[config.mk]
export PLATFORM = sky130hd
export DESIGN_NAME = icache_refill_buffer
export DESIGN_NICKNAME = d
export VERILOG_FILES = /design/src/icache_pkg.sv /design/src/icache_refill_buffer.sv
export SDC_FILE = /design/constraint.sdc
export NUM_CORES = 1
export LEC_CHECK = 0
export BUFFER_PORTS_ARGS = -buffer_cell sky130_fd_sc_hd__buf_2
export CAP_MARGIN = 20
export CORE_UTILIZATION = 46
export CTS_BUF_LIST = sky130_fd_sc_hd__clkbuf_16
export CTS_CLUSTER_SIZE = 30
export DETAILED_ROUTE_END_ITERATION = 16
export PLACE_DENSITY = 0.74
export SLEW_MARGIN = 20
export SYNTH_ARGS = -nofsm -noshare
export SYNTH_HDL_FRONTEND = slang
export SYNTH_SLANG_ARGS = --single-unit
[constraint.sdc]
create_clock -name clk -period 1.75 [get_ports clk]
set_input_delay 0.0875 -clock clk [delete_from_list [all_inputs] [get_ports clk]]
set_output_delay 0.0875 -clock clk [all_outputs]
set_load 0.1 [all_outputs]
[src/icache_pkg.sv]
// Geometry constants and FSM encodings shared by every block of the private instruction cache
`default_nettype none

package icache_pkg;

   localparam int CACHE_SIZE       = 4096;               // Capacity in bytes
   localparam int FETCH_ADDR_WIDTH = 32;                 // Fetch and refill address
   localparam int FETCH_DATA_WIDTH = 32;                 // One instruction word
   localparam int LINE_WIDTH       = 128;                // Refill line
   localparam int LINE_BYTES       = LINE_WIDTH / 8;

   localparam int NB_WAYS   = 4;
   localparam int WAY_WIDTH = $clog2(NB_WAYS);           // Round-robin pointer
   localparam int NB_SETS   = CACHE_SIZE / (NB_WAYS * LINE_BYTES);

   // Address split
   localparam int SET_WIDTH      = $clog2(NB_SETS);
   localparam int OFFSET_WIDTH   = $clog2(LINE_BYTES);
   localparam int WORD_SEL_WIDTH = $clog2(LINE_WIDTH / FETCH_DATA_WIDTH);
   localparam int TAG_WIDTH      = FETCH_ADDR_WIDTH - SET_WIDTH - OFFSET_WIDTH;
   localparam int SET_LSB        = OFFSET_WIDTH;
   localparam int SET_MSB        = SET_LSB + SET_WIDTH - 1;
   localparam int TAG_LSB        = SET_MSB + 1;

   // Refill buffers
   localparam int REFILL_FIFO_DEPTH = 2;
   localparam int REFILL_PTR_WIDTH  = $clog2(REFILL_FIFO_DEPTH);
   localparam int REFILL_CNT_WIDTH  = $clog2(REFILL_FIFO_DEPTH + 1);

   // Controller states
   localparam int         ST_WIDTH     = 3;
   localparam logic [2:0] ST_FLUSH     = 3'd0;       // Invalidate walk
   localparam logic [2:0] ST_IDLE      = 3'd1;       // Ready for a fetch
   localparam logic [2:0] ST_LOOKUP    = 3'd2;       // Tag compare
   localparam logic [2:0] ST_MISS_REQ  = 3'd3;       // Push line address
   localparam logic [2:0] ST_MISS_WAIT = 3'd4;       // Wait for the line

endpackage

`default_nettype wire

[src/icache_refill_buffer.sv]
// Small FIFO that decouples the cache from the next memory level on refill requests and responses
`default_nettype none

module icache_refill_buffer #(
   parameter int unsigned DATA_WIDTH = 32
) (
   input  wire                     clk,
   input  wire                     rst_i,
   input  wire                     push_valid_i,
   input  wire  [DATA_WIDTH-1:0]   push_data_i,
   output logic                    push_ready_o,
   output logic                    pop_valid_o,
   output logic [DATA_WIDTH-1:0]   pop_data_o,
   input  wire                     pop_ready_i
);

   logic [DATA_WIDTH-1:0]                   mem_q [icache_pkg::REFILL_FIFO_DEPTH];
   logic [icache_pkg::REFILL_PTR_WIDTH-1:0] wr_ptr_q;
   logic [icache_pkg::REFILL_PTR_WIDTH-1:0] rd_ptr_q;
   logic [icache_pkg::REFILL_CNT_WIDTH-1:0] count_q;   // Entries held
   logic                                    push;
   logic                                    pop;

   assign push_ready_o = (count_q != (icache_pkg::REFILL_CNT_WIDTH)'(icache_pkg::REFILL_FIFO_DEPTH));
   assign pop_valid_o  = (count_q != '0);
   assign pop_data_o   = mem_q[rd_ptr_q];                // Head entry
   assign push         = push_valid_i && push_ready_o;
   assign pop          = pop_valid_o && pop_ready_i;

   always_ff @(posedge clk)
   begin
      if (rst_i)
      begin
         wr_ptr_q <= '0;
         rd_ptr_q <= '0;
         count_q  <= '0;
      end
      else
      begin
         if (push)
         begin
            wr_ptr_q <= (wr_ptr_q == (icache_pkg::REFILL_PTR_WIDTH)'(icache_pkg::REFILL_FIFO_DEPTH - 1))
                        ? '0 : wr_ptr_q + 1'b1;
         end
         if (pop)
         begin
            rd_ptr_q <= (rd_ptr_q == (icache_pkg::REFILL_PTR_WIDTH)'(icache_pkg::REFILL_FIFO_DEPTH - 1))
                        ? '0 : rd_ptr_q + 1'b1;
         end
         count_q <= count_q + (icache_pkg::REFILL_CNT_WIDTH)'(push)
                            - (icache_pkg::REFILL_CNT_WIDTH)'(pop);
      end
   end

   // Entry storage
   always_ff @(posedge clk)
   begin
      if (push)
      begin
         mem_q[wr_ptr_q] <= push_data_i;
      end
   end

   // Only one refill is outstanding at a time, so the FIFO never fills up
   a_no_push_full : assert property (@(posedge clk) disable iff (rst_i)
      push_valid_i |-> push_ready_o);

endmodule

`default_nettype wire

# After elaboration in Yosys (flattened, before gate mapping)
# Memory sizes are Yosys's and may differ from the RTL's. A register that Yosys moved wholly into a read port is not among the register bits.
# Index checks and enable logic that the tools add are counted.
dict set report word_totals {
  inputBits 36
  memories 1
  regBits 4
  ramBits 64
  output_inout_bits 34
}
# memory words word_bits read_ports rd_ports_with_merged_regs write_ports line
set memory_table {}
lappend memory_table {mem_q 2 32 1 1 1 icache_refill_buffer.sv:17} ;# logic [DATA_WIDTH-1:0] mem_q [icache_pkg::REFILL_FIFO_DEPTH];
dict set report classes {
  muxes 6
  add_sub_neg 4
  n_reduce_logical 3
  eq_ne 1
}
# cell n
set ops {}
lappend ops {{1-bit 2-to-1 mux} 6}
lappend ops {{1-bit adder (second input constant)} 2}
lappend ops {{2-bit by 1-bit adder with 2-bit output} 1}
lappend ops {{1-bit logical AND} 2}
lappend ops {{2-bit != test (second input constant)} 1}
lappend ops {{2-bit nonzero test} 1}
lappend ops {{2-bit by 1-bit subtractor with 2-bit output} 1}

# Logic depth before layout (Yosys ltp)
dict set report logic_depth {
  ltp_word 4
  depth_mapped 6
}

# Worst setup path after synthesis
# No wires, ideal clock.
dict set report synth_timing {
  kind {flip-flop to flip-flop}
  startpoint {reg count_q[0] (netlist name)}
  endpoint {mem mem_q[1][0] (enable)}
  period_less_slack_ns 2.608
  path_stages_with_launch 3
  arrival_ns 2.216
  setup_slack_ns -0.858
  setup_ns 0.392
  n_path_buf 0
  path_cell_list {dfxtp_1 nand2b_1 and3_1}
}
dict set report synth_between {
  elab_chain_len 4
}
# item line
set synth_rtl {}
lappend synth_rtl {{start: declaration} icache_refill_buffer.sv:20} ;# logic [icache_pkg::REFILL_CNT_WIDTH-1:0] count_q;
lappend synth_rtl {{start signal: assignment} icache_refill_buffer.sv:50} ;# count_q <= count_q + (icache_pkg::REFILL_CNT_WIDTH)'(push)
lappend synth_rtl {{2-bit != test} icache_refill_buffer.sv:24} ;# assign push_ready_o = (count_q != (icache_pkg::REFILL_CNT_WIDTH)'(icache_pkg::REFILL_FIFO_DEPTH));
lappend synth_rtl {{net push_ready_o} icache_refill_buffer.sv:11} ;# output logic push_ready_o,
lappend synth_rtl {{1-bit logical AND} icache_refill_buffer.sv:27} ;# assign push = push_valid_i && push_ready_o;
lappend synth_rtl {{1-bit 2-to-1 mux} icache_refill_buffer.sv:58} ;# if (push)
lappend synth_rtl {{1-bit 2-to-1 mux (implied by the code)} icache_refill_buffer.sv:60} ;# mem_q[wr_ptr_q] <= push_data_i;
lappend synth_rtl {{end: declaration} icache_refill_buffer.sv:17}
# The timed path passes the listed nets, and every way through them passes these cells.

==> qor.yml <==
grt_start_max_net_pins: 20
cts_tree: "yes"
grt_antenna_before_repair: 0
syn-instance-count: 129
num_vias: 1553
cp_top_family: "buffers and inverters"
finalHoldViolations: 0
worst_pin_slew_ps: 494
drc: 0
syn_area_per_cell_um2: 19.9
synth_cell_types: 23
setup_viol_count_final: 0
num_antenna_cells: 0
die-height_um: 76.7
floorplan.core_area_um2: 5240
cp_slowest_stage_delay_ps: 420
end_kind: "output port"
min_path_cells: 2
path_buf_inv: 2
clock_skew_ps: 3.52
crit_slowest_cell: "mux2_2"
grt_pass1_vias: 1648
ant_nets: 0
drt-wirelength-per-cell_um: 15.9
clk_latency_ps: 320
start_util_pct: 49.0
crit_chain: "buf_4 -> mux2_2 -> buf_12"
final.period_utilization_pct: 91.7
gp_congestion: 0.708
grt.overflow.total: 0
max_freq_ghz: 0.623
cts_setup_buffers: 0
cts.clk_slew.worst_paths_ps: 50
reg2reg_depth: 6
synth_area_leader_cell: "edfxtp_1"
cts_made_buffers: 9
vias_per_cell: 4.88
worstReg2RegStart: "count_q[1]"
seq_area_frac_synth_pct: 78.8
min_path_type: "input pin to flop"
dp_cells: 270
fillCellCount: 303
cts_resized: 0
final-instance-count-excl-fill: 318
synth_seq_cells: 69
grt_usage_pct: 18.4
max-cap-violations: 0
syn-num-nets: 166
ios: 70
worstReg2RegEnd: "count_q[1]"
path_class: "flop to output port"
cts_buffer_depth: 2
die_area_um2: 5880
critPathLaunchType: "flop"
post-route-min-period_ps: 1600
io_buffer_count: 69
cts_root_buffer: "clkbuf_16"
dpl.hpwl_um: 3060
cts_hold_buf: 32
syn_to_final_growth_pct: 60.8
cts_num_sinks: 69
die_w_um: 76.7
status: "completed"
drt_first_pass_iters: 6
syn_area_um2: 2570
min_from: "rst_i"
rrSetupSlack_ps: 150
drtIter0Drc: 67
slew_headroom_pct: 67.3
drive_gt1_share_pct: 49.2
rows: 26
synthTopCellsByArea: "edfxtp_1 75%, mux2_2 13%, dfxtp_1 3.9%"
required_ps: 1660
power_leakage_uw: 0.00159
timing.setup.tns_ps: 0
ys_warn_count: 0
grt_pass1_wl_um: 7890
min_to: "count_q[0]"
pwr_density_cell_nw_per_um2: 1660
ir_drop_uv: 1310
crit_fanout: 19
cp_data_arrival_time_ps: 1520
slew_violations: 0
totalWireLength_um: 5050
fin_nets: 280
cts_max_level: 3
rsz0062_at_grt: "false"
synth_top_area_share_pct: 74.9
## synthesized netlist by cell type
library cell	n
o21ai_0	2
buf_4	3
xor2_1	1
a211oi_1	1
nand3_1	1
ha_1	1
or2_2	1
a32oi_1	1
inv_1	1
nor2_1	5
and2b_1	1
and3_1	1
edfxtp_1	64
nor2b_1	2
mux2_1	3
mux2_2	30
nand3b_1	1
a21oi_1	1
a21bo_2	1
a21bo_1	1
nand2b_1	1
clkbuf_1	1
dfxtp_1	5
## routing by layer
metal  part of all wire (%)  vias to the layer above  global-route usage [%]
li1                       -                      728                       -
met1                     41                      752                    21.2
met2                     52                       67                    31.3
met3                    5.6                        6                    5.95
met4                    1.2                        0                    8.08
met5                      0                        -                       0
## worst reg2reg max path: cells and delay by family, from the launching register on
family | cells | cell delay [ps]
flip-flops | 1 | 480
multiplexers | 1 | 280
adder cells (fa/ha/maj) | 1 | 190
AND/OR/NAND/NOR | 3 | 320
AO/OA/AOI/OAI | 1 | 220
## layout by cell type, fill, tap and decap left out, types with 2 or more instances in the layout
master,count
edfxtp_1,64
clkinvlp_4,2
nor2_1,5
dlygate4sd3_1,32
mux2_2,30
buf_4,5
clkinv_1,3
clkbuf_16,9
dfxtp_1,5
nor2b_1,2
mux2_1,3
buf_12,33
o21ai_0,2
buf_2,37
## how the worst max path moves through the flow
stage                     startpoint        endpoint  cells after the start
after floorplan           count_q[1]     mem_q[0][0]                      3
after global placement    count_q[1]      count_q[1]                      6
after CTS                       flop   pop_data_o[1]                      3
after detailed placement  count_q[1]      count_q[1]                      6
final                           flop  pop_data_o[21]                      3
after global routing      count_q[1]      count_q[1]                      6
## kinds of logic after synthesis
kind of cell / Yosys count / share of synthesized area, %
flip-flops: 69 / 78.8
adder cells (fa/ha/maj): 1 / 0.487
AND/OR/NAND/NOR: 13 / 2.73
buffers and inverters: 5 / 1.17
multiplexers: 33 / 14.5
AO/OA/AOI/OAI: 7 / 2.00
XOR/XNOR: 1 / 0.341
## metrics by stage
stage	setup WS [ps]	utilization, %	hold WS [ps]	power [µW]	instance area, µm²
detailed placement	174	67.3	280	5140	3520
CTS	136	78.8	15.2	6880	4130
global placement	227	67.3	277	5110	3520
global route	68.6	78.8	18.7	7040	4130
floorplan	10.9	-	157	4110	2580
finish	146	78.8	15.5	6860	4130
## report_power, final
part / internal [µW] / switching, µW
Sequential: 2010 / 67.4
Clock: 1080 / 620
Combinational: 1090 / 1990
Total: 4180 / 2680
## sequential cells by signal, indices dropped and copies added (netlist names), named ones only
name,cells
count_q,2
mem_q,64
rd_ptr_q,1
wr_ptr_q,1
## cell type report
class | instances | area (µm²) | area share, %
clock buffer | 9 | 225 | 5.46
clock inverter | 7 | 57.6 | 1.39
inverter | 1 | 7.51 | 0.182
multi-input combinational | 55 | 523 | 12.7
sequential | 69 | 2020 | 49.0
tap | 70 | 87.6 | 2.12
timing repair buffer | 107 | 1200 | 29.2
(Power assumes the default switching activity.)
