[src/icache_pkg.sv]
// Geometry constants and FSM encodings shared by every block of the private instruction cache
`default_nettype none

package icache_pkg;

   localparam int CACHE_SIZE       = 4096;               // Capacity in bytes
   localparam int FETCH_ADDR_WIDTH = 32;                 // Fetch and refill address
   localparam int FETCH_DATA_WIDTH = 32;                 // One instruction word
   localparam int LINE_WIDTH       = 128;                // Refill line
   localparam int LINE_BYTES       = LINE_WIDTH / 8;

   localparam int NB_WAYS   = 4;
   localparam int WAY_WIDTH = $clog2(NB_WAYS);           // Round-robin pointer
   localparam int NB_SETS   = CACHE_SIZE / (NB_WAYS * LINE_BYTES);

   // Address split
   localparam int SET_WIDTH      = $clog2(NB_SETS);
   localparam int OFFSET_WIDTH   = $clog2(LINE_BYTES);
   localparam int WORD_SEL_WIDTH = $clog2(LINE_WIDTH / FETCH_DATA_WIDTH);
   localparam int TAG_WIDTH      = FETCH_ADDR_WIDTH - SET_WIDTH - OFFSET_WIDTH;
   localparam int SET_LSB        = OFFSET_WIDTH;
   localparam int SET_MSB        = SET_LSB + SET_WIDTH - 1;
   localparam int TAG_LSB        = SET_MSB + 1;

   // Refill buffers
   localparam int REFILL_FIFO_DEPTH = 2;
   localparam int REFILL_PTR_WIDTH  = $clog2(REFILL_FIFO_DEPTH);
   localparam int REFILL_CNT_WIDTH  = $clog2(REFILL_FIFO_DEPTH + 1);

   // Controller states
   localparam int         ST_WIDTH     = 3;
   localparam logic [2:0] ST_FLUSH     = 3'd0;       // Invalidate walk
   localparam logic [2:0] ST_IDLE      = 3'd1;       // Ready for a fetch
   localparam logic [2:0] ST_LOOKUP    = 3'd2;       // Tag compare
   localparam logic [2:0] ST_MISS_REQ  = 3'd3;       // Push line address
   localparam logic [2:0] ST_MISS_WAIT = 3'd4;       // Wait for the line

endpackage

`default_nettype wire

[src/icache_if.sv]
// Interfaces that carry tag and data memory accesses from the cache controller to the banks
`default_nettype none

interface icache_tag_if;
   logic                                rd_en;     // Lookup strobe
   logic                                wr_en;
   logic [icache_pkg::SET_WIDTH-1:0]    set;
   logic [icache_pkg::TAG_WIDTH-1:0]    tag;       // Compare or write tag
   logic [icache_pkg::NB_WAYS-1:0]      wr_way;    // One-hot
   logic                                wr_valid;  // Low while flushing
   logic [icache_pkg::NB_WAYS-1:0]      hit;       // One cycle after rd_en

   modport ctrl (output rd_en, wr_en, set, tag, wr_way, wr_valid, input hit);
   modport bank (input rd_en, wr_en, set, tag, wr_way, wr_valid, output hit);
endinterface

interface icache_data_if;
   logic                                rd_en;
   logic                                wr_en;
   logic [icache_pkg::SET_WIDTH-1:0]    set;
   logic [icache_pkg::NB_WAYS-1:0]      wr_way;    // One-hot
   logic [icache_pkg::LINE_WIDTH-1:0]   wdata;
   logic [icache_pkg::NB_WAYS-1:0]      rd_way;    // Tag hit forwarded by the controller
   logic [icache_pkg::LINE_WIDTH-1:0]   rdata;

   modport ctrl (output rd_en, wr_en, set, wr_way, wdata, rd_way, input rdata);
   modport bank (input rd_en, wr_en, set, wr_way, wdata, rd_way, output rdata);
endinterface

`default_nettype wire

[src/icache_controller.sv]
// Cache controller FSM handling lookup, miss refill, bypass and whole-cache flush
`default_nettype none

module icache_controller (
   input  wire                                         clk,
   input  wire                                         rst_i,
   // Fetch port
   input  wire                                         fetch_req_i,
   input  wire  [icache_pkg::FETCH_ADDR_WIDTH-1:0]     fetch_addr_i,
   output logic                                        fetch_gnt_o,
   output logic                                        fetch_rvalid_o,
   output logic [icache_pkg::FETCH_DATA_WIDTH-1:0]     fetch_rdata_o,
   // Mode control
   input  wire                                         bypass_icache_i,
   output logic                                        cache_is_bypassed_o,
   input  wire                                         flush_icache_i,
   output logic                                        cache_is_flushed_o,
   // Memories
   icache_tag_if.ctrl                                  tag_if,
   icache_data_if.ctrl                                 data_if,
   // Refill request push and response pop
   output logic                                        req_valid_o,
   output logic [icache_pkg::FETCH_ADDR_WIDTH-1:0]     req_addr_o,
   input  wire                                         req_ready_i,
   input  wire                                         resp_valid_i,
   input  wire  [icache_pkg::LINE_WIDTH-1:0]           resp_data_i
);

   logic [icache_pkg::ST_WIDTH-1:0]         state_q, state_d;
   logic [icache_pkg::FETCH_ADDR_WIDTH-1:0] addr_q;         // Fetch in flight
   logic [icache_pkg::SET_WIDTH-1:0]        flush_set_q;
   logic [icache_pkg::WAY_WIDTH-1:0]        rr_q;           // Victim way
   logic [icache_pkg::NB_WAYS-1:0]          alloc_way;
   logic [icache_pkg::WORD_SEL_WIDTH-1:0]   word_sel;
   logic                                    bypass_q;
   logic                                    flushed_q;
   logic                                    lookup_hit;
   logic                                    alloc;
   logic                                    miss_rvalid_q;  // Refill answer, one cycle late
   logic [icache_pkg::FETCH_DATA_WIDTH-1:0] miss_rdata_q;

   assign word_sel  = addr_q[icache_pkg::OFFSET_WIDTH-1 -: icache_pkg::WORD_SEL_WIDTH];
   assign alloc_way = (icache_pkg::NB_WAYS)'(1) << rr_q;
   assign alloc     = (state_q == icache_pkg::ST_MISS_WAIT) && resp_valid_i && !bypass_q;
   assign lookup_hit = (state_q == icache_pkg::ST_LOOKUP) && (|tag_if.hit);

   // Fetch port outputs
   assign fetch_gnt_o    = (state_q == icache_pkg::ST_IDLE) && !flush_icache_i;
   assign fetch_rvalid_o = lookup_hit || miss_rvalid_q;
   assign fetch_rdata_o  = miss_rvalid_q ? miss_rdata_q
      : data_if.rdata[word_sel*icache_pkg::FETCH_DATA_WIDTH +: icache_pkg::FETCH_DATA_WIDTH];

   assign cache_is_bypassed_o = bypass_q;
   assign cache_is_flushed_o  = flushed_q;
   assign req_addr_o = {addr_q[icache_pkg::FETCH_ADDR_WIDTH-1:icache_pkg::OFFSET_WIDTH],
                        {icache_pkg::OFFSET_WIDTH{1'b0}}};   // Line aligned

   //////////////////////////////////////////////////////////////////////
   // Next state and memory strobes
   //////////////////////////////////////////////////////////////////////
   always_comb
   begin
      state_d          = state_q;
      req_valid_o      = 1'b0;
      tag_if.rd_en     = 1'b0;
      tag_if.wr_en     = 1'b0;
      tag_if.set       = addr_q[icache_pkg::SET_MSB:icache_pkg::SET_LSB];
      tag_if.tag       = addr_q[icache_pkg::FETCH_ADDR_WIDTH-1:icache_pkg::TAG_LSB];
      tag_if.wr_way    = alloc_way;
      tag_if.wr_valid  = 1'b1;
      data_if.rd_en    = 1'b0;
      data_if.wr_en    = alloc;
      data_if.set      = addr_q[icache_pkg::SET_MSB:icache_pkg::SET_LSB];
      data_if.wr_way   = alloc_way;
      data_if.wdata    = resp_data_i;
      data_if.rd_way   = tag_if.hit;                      // Saves a second compare

      case (state_q)
         icache_pkg::ST_FLUSH:
         begin
            tag_if.wr_en    = 1'b1;
            tag_if.set      = flush_set_q;
            tag_if.wr_way   = '1;                         // Every way at once
            tag_if.wr_valid = 1'b0;
            if (flush_set_q == (icache_pkg::SET_WIDTH)'(icache_pkg::NB_SETS - 1))
            begin
               state_d = icache_pkg::ST_IDLE;
            end
         end
         icache_pkg::ST_IDLE:
         begin
            if (flush_icache_i)
            begin
               state_d = icache_pkg::ST_FLUSH;
            end
            else if (fetch_req_i)
            begin
               if (bypass_icache_i)
               begin
                  state_d = icache_pkg::ST_MISS_REQ;      // No lookup in bypass
               end
               else
               begin
                  tag_if.rd_en  = 1'b1;
                  data_if.rd_en = 1'b1;
                  tag_if.set    = fetch_addr_i[icache_pkg::SET_MSB:icache_pkg::SET_LSB];
                  data_if.set   = fetch_addr_i[icache_pkg::SET_MSB:icache_pkg::SET_LSB];
                  tag_if.tag    = fetch_addr_i[icache_pkg::FETCH_ADDR_WIDTH-1:icache_pkg::TAG_LSB];
                  state_d       = icache_pkg::ST_LOOKUP;
               end
            end
         end
         icache_pkg::ST_LOOKUP:
            state_d = lookup_hit ? icache_pkg::ST_IDLE : icache_pkg::ST_MISS_REQ;
         icache_pkg::ST_MISS_REQ:
         begin
            req_valid_o = 1'b1;
            if (req_ready_i)
            begin
               state_d = icache_pkg::ST_MISS_WAIT;
            end
         end
         icache_pkg::ST_MISS_WAIT:
         begin
            tag_if.wr_en = alloc;                         // Tag and line together
            if (resp_valid_i)
            begin
               state_d = icache_pkg::ST_IDLE;
            end
         end
         default: state_d = icache_pkg::ST_FLUSH;
      endcase
   end

   //////////////////////////////////////////////////////////////////////
   // Control registers
   //////////////////////////////////////////////////////////////////////
   always_ff @(posedge clk)
   begin
      if (rst_i)
      begin
         state_q       <= icache_pkg::ST_FLUSH;           // Walk once after reset
         flush_set_q   <= '0;
         rr_q          <= '0;
         bypass_q      <= 1'b0;
         flushed_q     <= 1'b0;
         miss_rvalid_q <= 1'b0;
      end
      else
      begin
         state_q       <= state_d;
         miss_rvalid_q <= (state_q == icache_pkg::ST_MISS_WAIT) && resp_valid_i;
         if (state_q == icache_pkg::ST_FLUSH)
         begin
            flush_set_q <= flush_set_q + 1'b1;            // Wraps to 0 at the end
         end
         if (state_q == icache_pkg::ST_IDLE)
         begin
            bypass_q <= bypass_icache_i;
         end
         if ((state_q == icache_pkg::ST_FLUSH) && (state_d == icache_pkg::ST_IDLE))
         begin
            flushed_q <= 1'b1;
         end
         else if (alloc || (state_d == icache_pkg::ST_FLUSH))
         begin
            flushed_q <= 1'b0;
         end
         if (alloc)
         begin
            rr_q <= rr_q + 1'b1;                          // Round robin
         end
      end
   end

   // Payload
   always_ff @(posedge clk)
   begin
      if (fetch_req_i && fetch_gnt_o)
      begin
         addr_q <= fetch_addr_i;
      end
      if (resp_valid_i)
      begin
         miss_rdata_q <= resp_data_i[word_sel*icache_pkg::FETCH_DATA_WIDTH +:
                                     icache_pkg::FETCH_DATA_WIDTH];
      end
   end

   // Grant stays low from acceptance until the answer, one fetch in flight
   a_single_fetch : assert property (@(posedge clk) disable iff (rst_i)
      (fetch_req_i && fetch_gnt_o) |=> (!fetch_gnt_o until fetch_rvalid_o));

endmodule

`default_nettype wire

[src/flat_wrapper.sv]
// flat-port wrapper written by rule: the top's interface ports become plain ports
module icache_controller_flat 
  (clk, rst_i, fetch_req_i, fetch_addr_i, fetch_gnt_o, fetch_rvalid_o, fetch_rdata_o, bypass_icache_i, cache_is_bypassed_o, flush_icache_i, cache_is_flushed_o, req_valid_o, req_addr_o, req_ready_i, resp_valid_i, resp_data_i, tag_if_rd_en, tag_if_wr_en, tag_if_set, tag_if_tag, tag_if_wr_way, tag_if_wr_valid, tag_if_hit, data_if_rd_en, data_if_wr_en, data_if_set, data_if_wr_way, data_if_wdata, data_if_rd_way, data_if_rdata);
  icache_tag_if tag_if_i ();
  icache_data_if data_if_i ();
  input  wire clk;
  input  wire rst_i;
  input  wire fetch_req_i;
  input  wire  [icache_pkg::FETCH_ADDR_WIDTH-1:0] fetch_addr_i;
  output logic fetch_gnt_o;
  output logic fetch_rvalid_o;
  output logic [icache_pkg::FETCH_DATA_WIDTH-1:0] fetch_rdata_o;
  input  wire bypass_icache_i;
  output logic cache_is_bypassed_o;
  input  wire flush_icache_i;
  output logic cache_is_flushed_o;
  output logic req_valid_o;
  output logic [icache_pkg::FETCH_ADDR_WIDTH-1:0] req_addr_o;
  input  wire req_ready_i;
  input  wire resp_valid_i;
  input  wire  [icache_pkg::LINE_WIDTH-1:0] resp_data_i;
  output wire logic [$bits(tag_if_i.rd_en)-1:0] tag_if_rd_en;
  output wire logic [$bits(tag_if_i.wr_en)-1:0] tag_if_wr_en;
  output wire logic [$bits(tag_if_i.set)-1:0] tag_if_set;
  output wire logic [$bits(tag_if_i.tag)-1:0] tag_if_tag;
  output wire logic [$bits(tag_if_i.wr_way)-1:0] tag_if_wr_way;
  output wire logic [$bits(tag_if_i.wr_valid)-1:0] tag_if_wr_valid;
  input wire logic [$bits(tag_if_i.hit)-1:0] tag_if_hit;
  output wire logic [$bits(data_if_i.rd_en)-1:0] data_if_rd_en;
  output wire logic [$bits(data_if_i.wr_en)-1:0] data_if_wr_en;
  output wire logic [$bits(data_if_i.set)-1:0] data_if_set;
  output wire logic [$bits(data_if_i.wr_way)-1:0] data_if_wr_way;
  output wire logic [$bits(data_if_i.wdata)-1:0] data_if_wdata;
  output wire logic [$bits(data_if_i.rd_way)-1:0] data_if_rd_way;
  input wire logic [$bits(data_if_i.rdata)-1:0] data_if_rdata;
  assign tag_if_rd_en = tag_if_i.rd_en;
  assign tag_if_wr_en = tag_if_i.wr_en;
  assign tag_if_set = tag_if_i.set;
  assign tag_if_tag = tag_if_i.tag;
  assign tag_if_wr_way = tag_if_i.wr_way;
  assign tag_if_wr_valid = tag_if_i.wr_valid;
  assign tag_if_i.hit = tag_if_hit;
  assign data_if_rd_en = data_if_i.rd_en;
  assign data_if_wr_en = data_if_i.wr_en;
  assign data_if_set = data_if_i.set;
  assign data_if_wr_way = data_if_i.wr_way;
  assign data_if_wdata = data_if_i.wdata;
  assign data_if_rd_way = data_if_i.rd_way;
  assign data_if_i.rdata = data_if_rdata;
  icache_controller u_core (.clk(clk), .rst_i(rst_i), .fetch_req_i(fetch_req_i), .fetch_addr_i(fetch_addr_i), .fetch_gnt_o(fetch_gnt_o), .fetch_rvalid_o(fetch_rvalid_o), .fetch_rdata_o(fetch_rdata_o), .bypass_icache_i(bypass_icache_i), .cache_is_bypassed_o(cache_is_bypassed_o), .flush_icache_i(flush_icache_i), .cache_is_flushed_o(cache_is_flushed_o), .tag_if(tag_if_i), .data_if(data_if_i), .req_valid_o(req_valid_o), .req_addr_o(req_addr_o), .req_ready_i(req_ready_i), .resp_valid_i(resp_valid_i), .resp_data_i(resp_data_i));
endmodule
[config.mk]
export PLATFORM = sky130hd
export DESIGN_NAME = icache_controller_flat
export DESIGN_NICKNAME = d
export VERILOG_FILES = /design/src/icache_pkg.sv /design/src/icache_if.sv /design/src/icache_controller.sv /design/src/flat_wrapper.sv
export SDC_FILE = /design/constraint.sdc
export NUM_CORES = 1
export LEC_CHECK = 0
export ABC_AREA = 1
export ABC_CLOCK_PERIOD_IN_PS = 2600
export BUFFER_PORTS_ARGS = -buffer_cell sky130_fd_sc_hd__clkbuf_2
export CORE_AREA = 2 2 210 212
export CTS_CLUSTER_SIZE = 28
export DETAILED_ROUTE_END_ITERATION = 6
export DIE_AREA = 0 0 212 214
export GPL_TIMING_DRIVEN = 0
export HOLD_SLACK_MARGIN = 0.05
export PLACE_DENSITY = 0.48
export SYNTH_ARGS = -nofsm -noshare
export SYNTH_HDL_FRONTEND = slang
export SYNTH_SLANG_ARGS = --single-unit
[constraint.sdc]
create_clock -name clk -period 2.6 [get_ports clk]
set_clock_uncertainty 0.2 [all_clocks]
set_input_delay 0.13 -clock clk [delete_from_list [all_inputs] [get_ports clk]]
set_output_delay 0.13 -clock clk [all_outputs]
set_load 0.005 [all_outputs]
### Yosys cells after proc, flatten, opt, wreduce, memory -nomap -nowiden

Index checks and enable logic that the tools add are counted.

* add/subtract/negate cells: 2
* $mul: 0
* div/mod/pow operators: 0
* order comparisons: 0
* equal/unequal tests: 6
* shift-type cells: 3
* mux-type cells: 28
* bitwise operators: 0
* reductions and logical operators: 14

Operators by type and width (count)
* $shiftx 128x8->32: 2
* $mux 22: 4
* $mux 32: 1
* $mux 6: 4
* $mux 3: 5
* $pmux 3 s5: 1
* $pmux 6 s2: 1
* $mux 1: 9
* $add 6x1->6 const B: 1
* $eq 3x1->1 const B: 2
* $eq 3x2->1 const B: 2
* $eq 6x6->1 const B: 1
* $logic_and 1x1->1: 6
* $logic_not 3->1: 2
* $mux 4: 1
* $reduce_or 4->1: 1
* $shl 1x2->4 const A: 1
* $eq 3x3->1 const B: 1
* $add 2x1->2 const B: 1
* $logic_not 1->1: 2
* $logic_or 1x1->1: 2
* $mux 2: 1
* $pmux 1 s2: 1
* $reduce_bool 2->1: 1

* bits in registers: 78
* latch bits: 0
* RAM bits: 0
* memory bits (read-only): 0
* input port bits: 299
* output and inout bits: 248
* logic and storage cells: 61
* memories: 0

### Depth between registers and ports, before layout

Gate-level depths: netlist of the first run.

* depth after elaboration: 8
* depth in mapped cells: 8
* gate-level depth less buffers: 7

### Worst setup path after synthesis of the first run

Ideal clock, no wire load.

* path kind: flip-flop to flip-flop
* start: register u_core.state_q[1] (netlist name)
* end: register u_core.addr_q[10] (netlist name), enable pin
* library setup time: 0.385 ns
* arrival: 1.482 ns
* required time: 2.015 ns
* path slack: 0.533 ns
* cell stages (with the launch flop): 7
* buffers on the path: 1
* clock period less this slack: 2.067 ns
* path through: dfxtp_1 -> buf_6 -> nor2_8 -> nand2_8 -> nor2_4 -> nand2_1 -> inv_1

* word-level cells in the longest chain between the ends: 3

RTL lines
* start: declaration: RTL line icache_controller.sv:29 `logic [icache_pkg::ST_WIDTH-1:0] state_q, state_d;`
* start signal: assignment: RTL line icache_controller.sv:142 `state_q <= icache_pkg::ST_FLUSH;`
* start signal: assignment: RTL line icache_controller.sv:151 `state_q <= state_d;`
* $eq 3x1->1: RTL line icache_controller.sv:48 `assign fetch_gnt_o = (state_q == icache_pkg::ST_IDLE) && !flush_icache_i;`
* $logic_and 1x1->1: RTL line icache_controller.sv:48
* named net fetch_gnt_o: RTL line flat_wrapper.sv:10 `output logic fetch_gnt_o;`
* $logic_and 1x1->1: RTL line icache_controller.sv:179 `if (fetch_req_i && fetch_gnt_o)`
* end signal: assignment: RTL line icache_controller.sv:181 `addr_q <= fetch_addr_i;`
* end: declaration: RTL line icache_controller.sv:30 `logic [icache_pkg::FETCH_ADDR_WIDTH-1:0] addr_q;`

The timed path passes the listed nets, and every way through them passes these cells.
A chain may end at the register's enable or synchronous reset.

### Worst setup path in the final report of the first run

* start: register u_core.addr_q[2] (netlist name)
* end: output fetch_rdata_o[10] (netlist name)

* word-level cells in the longest chain between the ends: 2

RTL lines
* $shiftx 128x8->32: RTL line icache_controller.sv:51 `: data_if.rdata[word_sel*icache_pkg::FETCH_DATA_WIDTH +: icache_pkg::FETCH_DATA_WIDTH];`
* $mux 32: RTL line icache_controller.sv:50 `assign fetch_rdata_o = miss_rvalid_q ? miss_rdata_q`
* end: declaration: RTL line flat_wrapper.sv:12 `output logic [icache_pkg::FETCH_DATA_WIDTH-1:0] fetch_rdata_o;`

No other way between the ends.

==> results of run 1 <==
worst max-delay path, stage by stage, from the launching register on:
cell and delay, ns:
edfxtp_1 0.52, buf_6 0.23, buf_4 0.19, nor2_1 0.08, nor2_1 0.12, o21ai_0 0.11, a31oi_1 0.34, clkbuf_2 0.20
registers in the layout, summed over array words and instances (netlist names):
| register | count |
|---|---|
| u_core.addr_q | 30 |
| u_core.rr_q | 2 |
| u_core.flush_set_q | 6 |
| u_core.miss_rdata_q | 32 |
| u_core.state_q | 3 |
| u_core.cache_is_bypassed_o | 1 |
| u_core.cache_is_flushed_o | 1 |
| u_core.miss_rvalid_q | 1 |
routing by layer:
layer  wire length (µm)  vias up  part of all wire (%)  track usage, %
met3               2630       40                   6.7            3.43
met1              15600     4079                    40            18.5
li1                   -     4247                     -               -
met5                  0        -                     0               0
met4                886        0                   2.3            4.95
met2              20000      405                    51            30.6
metrics by stage:
stage / hold WS (ns) / TNS (ns) / power (W) / utilization, % / instance area (µm²)
2_1_floorplan: -0.000586 / 0 / 0.00163 / - / 6610
3_3_place_gp: 0.110 / -1.32 / 0.00208 / 23.4 / 10000
3_5_place_dp: 0.110 / -2.25 / 0.00208 / 23.4 / 10000
4_1_cts: 0.0513 / 0 / 0.00359 / 26.5 / 11400
5_1_grt: 0.0546 / 0 / 0.00368 / 26.5 / 11400
6_report: 0.0657 / 0 / 0.00352 / 26.5 / 11400
cell families after synthesis:
| logic type | Yosys count |
|---|---|
| AOI/OAI and AO/OA | 227 |
| buffers and inverters | 258 |
| adders and majority gates | 5 |
| DFF | 76 |
| other | 1 |
| and+or+nand+nor | 363 |
report_power, final:
part	switching, W	total (W)	internal [W]	leakage, nW
Clock	0.000612	0.00135	0.000741	0.140
Sequential	0.0000190	0.00136	0.00134	0.697
Combinational	0.000320	0.000811	0.000491	4.93
Total	0.000951	0.00352	0.00257	5.77
how the worst max path moves through the flow:
stage	depth (start not counted)	end	slack (ns)
6_report	7	fetch_rdata_o[10]	0.1
5_1_grt	7	fetch_rdata_o[2]	0.02
4_1_cts	7	fetch_rdata_o[2]	0.006
3_5_place_dp	6	fetch_rdata_o[28]	-0.17
3_3_place_gp	6	fetch_rdata_o[28]	-0.14
2_1_floorplan	6	u_core.addr_q[10]	0.53
area by class of cell:
type / instances / area (µm²) / area share, %
Antenna cell: 2 / 5.00 / 0.0440
Buffer: 221 / 1580 / 13.9
Clock buffer: 9 / 225 / 1.98
Clock inverter: 7 / 67.6 / 0.593
Inverter: 37 / 143 / 1.25
Multi-Input combinational cell: 599 / 2810 / 24.6
Sequential cell: 76 / 2140 / 18.8
Tap cell: 585 / 732 / 6.43
Timing Repair Buffer: 638 / 3680 / 32.4
repair_timing:
item | 4_1_cts | 5_1_grt
resized for setup | 17 | 12
setup endpoints to repair | 49 | 13
hold buffers | 98 | 0
endpoints found under the hold margin | 68 | 0
cell usage in the layout (no fill, tap or decap), types with 5 or more instances in the layout:
cell	n
a21oi_1	10
a31oi_1	33
buf_2	11
buf_4	173
buf_6	7
clkbuf_1	15
clkbuf_16	9
clkbuf_2	550
dfxtp_1	14
dlygate4sd3_1	98
edfxtp_1	62
ha_1	5
inv_1	32
nand2_1	96
nand3_1	12
nor2_1	239
o21ai_0	145
o22ai_1	32
==> flow_metrics.env, run 1 <==
export IMPL_timing_rr_end="u_core.miss_rdata_q[6]"
export IMPL_worstPathMaxFanout=10
export IMPL_clkSlewWorstSetupHoldPaths_ns=0.07
export IMPL_ys_warn_count=0
export IMPL_r2r_start="u_core.addr_q[2]"
export IMPL_synthSimpleGateAreaFrac_pct=22.6
export IMPL_regToRegSetupSlack_ns=0.21
export IMPL_synth_edf_count=62
export IMPL_synth_distinct_cells=31
export IMPL_antenna_left=0
export IMPL_worst_pin_slew_ns=1.05
export IMPL_status="finished clean"
export IMPL_drt_wl_total_um=39100
export IMPL_die_area_um2=45400
export IMPL_drcViolationCount=0
export IMPL_die_h_um=214
export IMPL_async_reset_ff_share_pct=0
export IMPL_synth_top_cell_by_area="edfxtp_1"
export IMPL_cp_required_ns=2.27
export IMPL_ys_seq_elements=76
export IMPL_synth_top_family_by_area="buffers and inverters"
export IMPL_drv_slew=0
export IMPL_port_buffers=540
export IMPL_cts_sinks=76
export IMPL_grt_pass1_wl_um=54500
export IMPL_synth_xor_xnor_area_share_pct=0
export IMPL_synth_commonest_cells="239 x nor2_1, 171 x buf_4, 145 x o21ai_0, 96 x nand2_1, 62 x edfxtp_1"
export IMPL_ir_drop_v=0.000304
export IMPL_rr_worst_depth=6
export IMPL_htree_levels=3
export IMPL_hold_depth=3
export IMPL_fill_cells=4769
export IMPL_layout_nets=1886
export IMPL_synth_area_per_cell_um2=7.10
export IMPL_startpoint_type="flip-flop"
export IMPL_maxCapViolations=0
export IMPL_core_area_um2=42900
export IMPL_cp_arrival_ns=2.17
export IMPL_syn_instance_count=930
export IMPL_cts_max_path_buffers=2
export IMPL_vias=8771
export IMPL_final_min_clock_period_ns=2.50
export IMPL_cts_buffers=9
export IMPL_layout_drive_gt1_share_pct=48.9
export IMPL_rsz0062_at_grt="no"
export IMPL_synth_fa_ha_area_share_pct=0.948
export IMPL_grt_total_usage_pct=16.4
export IMPL_crit_path_start="u_core.addr_q[2]"
export IMPL_area_delta_synth_final_pct=72.4
export IMPL_start_util_pct=15.4
export IMPL_postCtsSetupBuffers=0
export IMPL_clk_latency_ns=0.36
export IMPL_grt_pass1_vias=8816
export IMPL_drt_initial_drc_count=532
export IMPL_finalWeightedCongestion=0.863
export IMPL_cts_root_buf="clkbuf_16"
export IMPL_dpl_worst_slack_ns=-0.172
export IMPL_min_from="resp_data_i[19]"
export IMPL_critPathKind="flip-flop to primary output"
export IMPL_cts_tree="yes"
export IMPL_avgViaCountPerCell=4.03
export IMPL_wl_per_cell_um=18.0
export IMPL_placedCellCount=2058
export IMPL_setup_viol=0
export IMPL_ys_seq_area_share_pct=32.4
export IMPL_crit_path_end_kind="primary output"
export IMPL_fin_crit_sh_pct=96.3
export IMPL_hold_violations=0
export IMPL_synth_most_common_cell="nor2_1"
export IMPL_die_w_um=212
export IMPL_ioPinCount=547
export IMPL_antenna_found_initial=3
export IMPL_worst_slack_ns=0.0956
export IMPL_max_freq_mhz=399
export IMPL_hp_class="input pin to flip-flop"
export IMPL_hpwl_um=31400
export IMPL_rows=76
export IMPL_synth_top_area_share_pct=28.2
export IMPL_power_density_nw_per_um2=310
export IMPL_p_leak_nw=5.77
export IMPL_grt_max_degree=35
export IMPL_synth_mux_area_fraction_pct=0
export IMPL_syn_cell_area_um2=6600
export IMPL_synth_top_flop_cell="edfxtp_1"
export IMPL_grt_overflow=0
export IMPL_synth_compound_area_share_pct=18.7
export IMPL_dr_pass1_iters=5
export IMPL_fin_cells=2174
export IMPL_yosys_top_cells_area="edfxtp_1 28%, buf_4 19%, nor2_1 14%, o21ai_0 11%, nand2_1 5.5%"
export IMPL_max_slew_margin_pct=30.0
export IMPL_min_to="u_core.miss_rdata_q[19]"
Power figures use the tool's default switching activity.
==> run 2: changes to the inputs <==
--- a/config.mk
+++ b/config.mk
@@ -9,8 +9,8 @@
 export ABC_CLOCK_PERIOD_IN_PS = 2600
 export BUFFER_PORTS_ARGS = -buffer_cell sky130_fd_sc_hd__clkbuf_2
-export CORE_AREA = 2 2 210 212
+export CORE_AREA = 4 4 212 214
 export CTS_CLUSTER_SIZE = 28
 export DETAILED_ROUTE_END_ITERATION = 6
-export DIE_AREA = 0 0 212 214
+export DIE_AREA = 0 0 216 218
 export GPL_TIMING_DRIVEN = 0
 export HOLD_SLACK_MARGIN = 0.05
==> constraint.sdc (replaced) <==
create_clock -name clk -period 2.6 [get_ports clk]
set_clock_uncertainty 0.2 [all_clocks]
set_input_delay 0.65 -clock clk [delete_from_list [all_inputs] [get_ports clk]]
set_output_delay 0.65 -clock clk [all_outputs]
set_load 0.005 [all_outputs]
==> run 2 against run 1 <==
  * The run now ends with negative setup slack left
  * Non-clock buffer count fell by 41
  * Utilization rose by 1.7 points
  * Via count rose by 0.36%
  * Critical path depth rose by 1
  * Hold slack improved by 0.18 ns
  * Register-to-register slack got worse by 0.02 ns
  * Global-route usage rose by 0.38 points
  * First-iteration DRC count fell by 13%
  * Largest power group is now clock
  * Highest routed layer unchanged
==> flow_metrics.env, run 2 (synthesized netlist as in run 1, its figures left out) <==
export IMPL_final_common_cell="clkbuf_2"
export IMPL_vias=8803
export IMPL_clkSlewWorstSetupHoldPaths_ns=0.07
export IMPL_placedCellCount=2058
export IMPL_p_leak_nw=5.97
export IMPL_hp_class="input pin to flip-flop"
export IMPL_regMostFlops="u_core.miss_rdata_q"
export IMPL_finalWeightedCongestion=0.923
export IMPL_cp_top_family="buffers and inverters"
export IMPL_htree_levels=3
export IMPL_critPathKind="flip-flop to primary output"
export IMPL_fin_cells=2133
export IMPL_wl_per_cell_um=19.8
export IMPL_hold_violations=0
export IMPL_cp_arrival_ns=1.86
export IMPL_startpoint_type="flip-flop"
export IMPL_fin_crit_sh_pct=104
export IMPL_rows=76
export IMPL_hpwl_um=33100
export IMPL_worst_slack_ns=-0.109
export IMPL_antenna_left=0
export IMPL_die_area_um2=47100
export IMPL_layout_nets=1847
export IMPL_cp_required_ns=1.75
export IMPL_max_freq_mhz=369
export IMPL_cts_root_buf="clkbuf_16"
export IMPL_grt_total_usage_pct=16.8
export IMPL_violations="negative setup slack"
export IMPL_power_total_w=0.00349
export IMPL_max_stage_delay_ns=0.41
export IMPL_cts_buffers=9
export IMPL_port_buffers=540
export IMPL_drt_wl_total_um=42100
export IMPL_avgViaCountPerCell=4.13
export IMPL_power_density_nw_per_um2=288
export IMPL_dpl_worst_slack_ns=-0.679
export IMPL_core_area_um2=42900
export IMPL_cts_sinks=76
export IMPL_maxCapViolations=0
export IMPL_rsz0062_at_grt="yes"
export IMPL_worst_pin_slew_ns=0.831
export IMPL_dr_pass1_iters=5
export IMPL_design_area_um2=12100
export IMPL_layout_drive_gt1_share_pct=62.0
export IMPL_crit_path_end_kind="primary output"
export IMPL_grt_pass1_wl_um=58300
export IMPL_cp_num_buf_inv=4
export IMPL_final_min_clock_period_ns=2.71
export IMPL_drv_slew=0
export IMPL_die_h_um=218
export IMPL_area_delta_synth_final_pct=83.3
export IMPL_drcViolationCount=0
export IMPL_path_cells="buf_12 > buf_16 > buf_12 > nor2_1 > nor2_1 > o21ai_2 > a31oi_1 > buf_2"
export IMPL_max_slew_margin_pct=44.6
export IMPL_antenna_found_initial=2
export IMPL_ioPinCount=547
export IMPL_die_w_um=216
export IMPL_cts_tree="yes"
export IMPL_final_cell_mix="498 x clkbuf_2, 201 x buf_4, 193 x nor2_1, 88 x o21ai_0, 62 x edfxtp_1"
export IMPL_largest_reg_flops=32
export IMPL_largestRegisters="u_core.miss_rdata_q x32, u_core.addr_q x30, u_core.flush_set_q x6"
export IMPL_drt_initial_drc_count=461
export IMPL_start_util_pct=15.4
export IMPL_cts_max_path_buffers=2
export IMPL_ir_drop_v=0.000318
export IMPL_grt_max_degree=35
export IMPL_ctsHoldBuffers=0
export IMPL_setup_viol=28
export IMPL_placed_cell_area_um2=10000
export IMPL_antenna_cells=0
export IMPL_clk_latency_ns=0.37
export IMPL_setup_tns_ns=-1.57
export IMPL_cp_slowest_cell="edfxtp_1"
export IMPL_worstPathMaxFanout=9
export IMPL_status="complete, but fails checks"
export IMPL_grt_overflow=0
export IMPL_grt_pass1_vias=9120
-- run 2: cell types whose count changed in the layout (fill, tap and decap cells not counted), sizes merged --
cell and delta:
clkinvlp +4, inv -3, buf +103, diode -2
clkbuf -46, clkinv +1, dlygate4sd3 -98
-- run 2: worst paths after layout --
path | from | to | slack (ns) | cells after the start
max reg2reg | u_core.addr_q[2] | u_core.miss_rdata_q[21] | 0.19 | 8
min reg2reg | u_core.flush_set_q[4] | u_core.flush_set_q[4] | 0.30 | 1
min | fetch_addr_i[3] | u_core.addr_q[3] | 0.25 | 1
max | u_core.addr_q[2] | fetch_rdata_o[2] | -0.11 | 8
-- run 2: final cells by class --
| type | instances | area [µm²] |
|---|---|---|
| Fill cell | 4760 | 30800 |
| Timing Repair inverter | 2 | 12.5 |
| Tap cell | 585 | 732 |
| Timing Repair Buffer | 600 | 3520 |
| Multi-Input combinational cell | 599 | 3340 |
| Clock buffer | 9 | 225 |
| Clock inverter | 7 | 76.3 |
| Sequential cell | 76 | 2150 |
| Buffer | 218 | 1870 |
| Inverter | 37 | 181 |
-- run 2: stage by stage --
stage	util, %	hold slack, ns
2_1_floorplan	-	0.258
3_5_place_dp	23.4	0.285
4_1_cts	27.2	0.212
5_1_grt	28.2	0.217
6_report	28.2	0.248
3_3_place_gp	23.4	0.271
-- run 2: repair_timing --
action | in CTS | in global routing
gates resized for setup | 233 | 172
pin swaps | 60 | 66
setup endpoints to repair | 107 | 72
setup buffers | 44 | 10
gates cloned | 11 | 1
-- run 2: report_power, final --
part	total (W)	internal (W)	switching, W
clock network	0.00140	0.000752	0.000646
registers	0.00135	0.00134	0.0000148
logic	0.000736	0.000416	0.000320
total	0.00349	0.00251	0.000981
-- run 2: worst reg2reg max path, cell delays in order, from the launching register on --
cell,delay (ns)
edfxtp_1,0.41
buf_12,0.17
clkinv_8,0.07
buf_16,0.10
buf_4,0.11
buf_4,0.10
clkbuf_1,0.51
o21ai_0,0.19
o22ai_1,0.33
-- run 2: layer usage --
metal / global-route usage [%] / routed length [µm] / up-vias
li1: - / - / 4176
met1: 19.7 / 16600 / 4139
met2: 30.9 / 21500 / 448
met3: 3.89 / 3180 / 40
met4: 4.42 / 857 / 0
met5: 0 / 0 / -
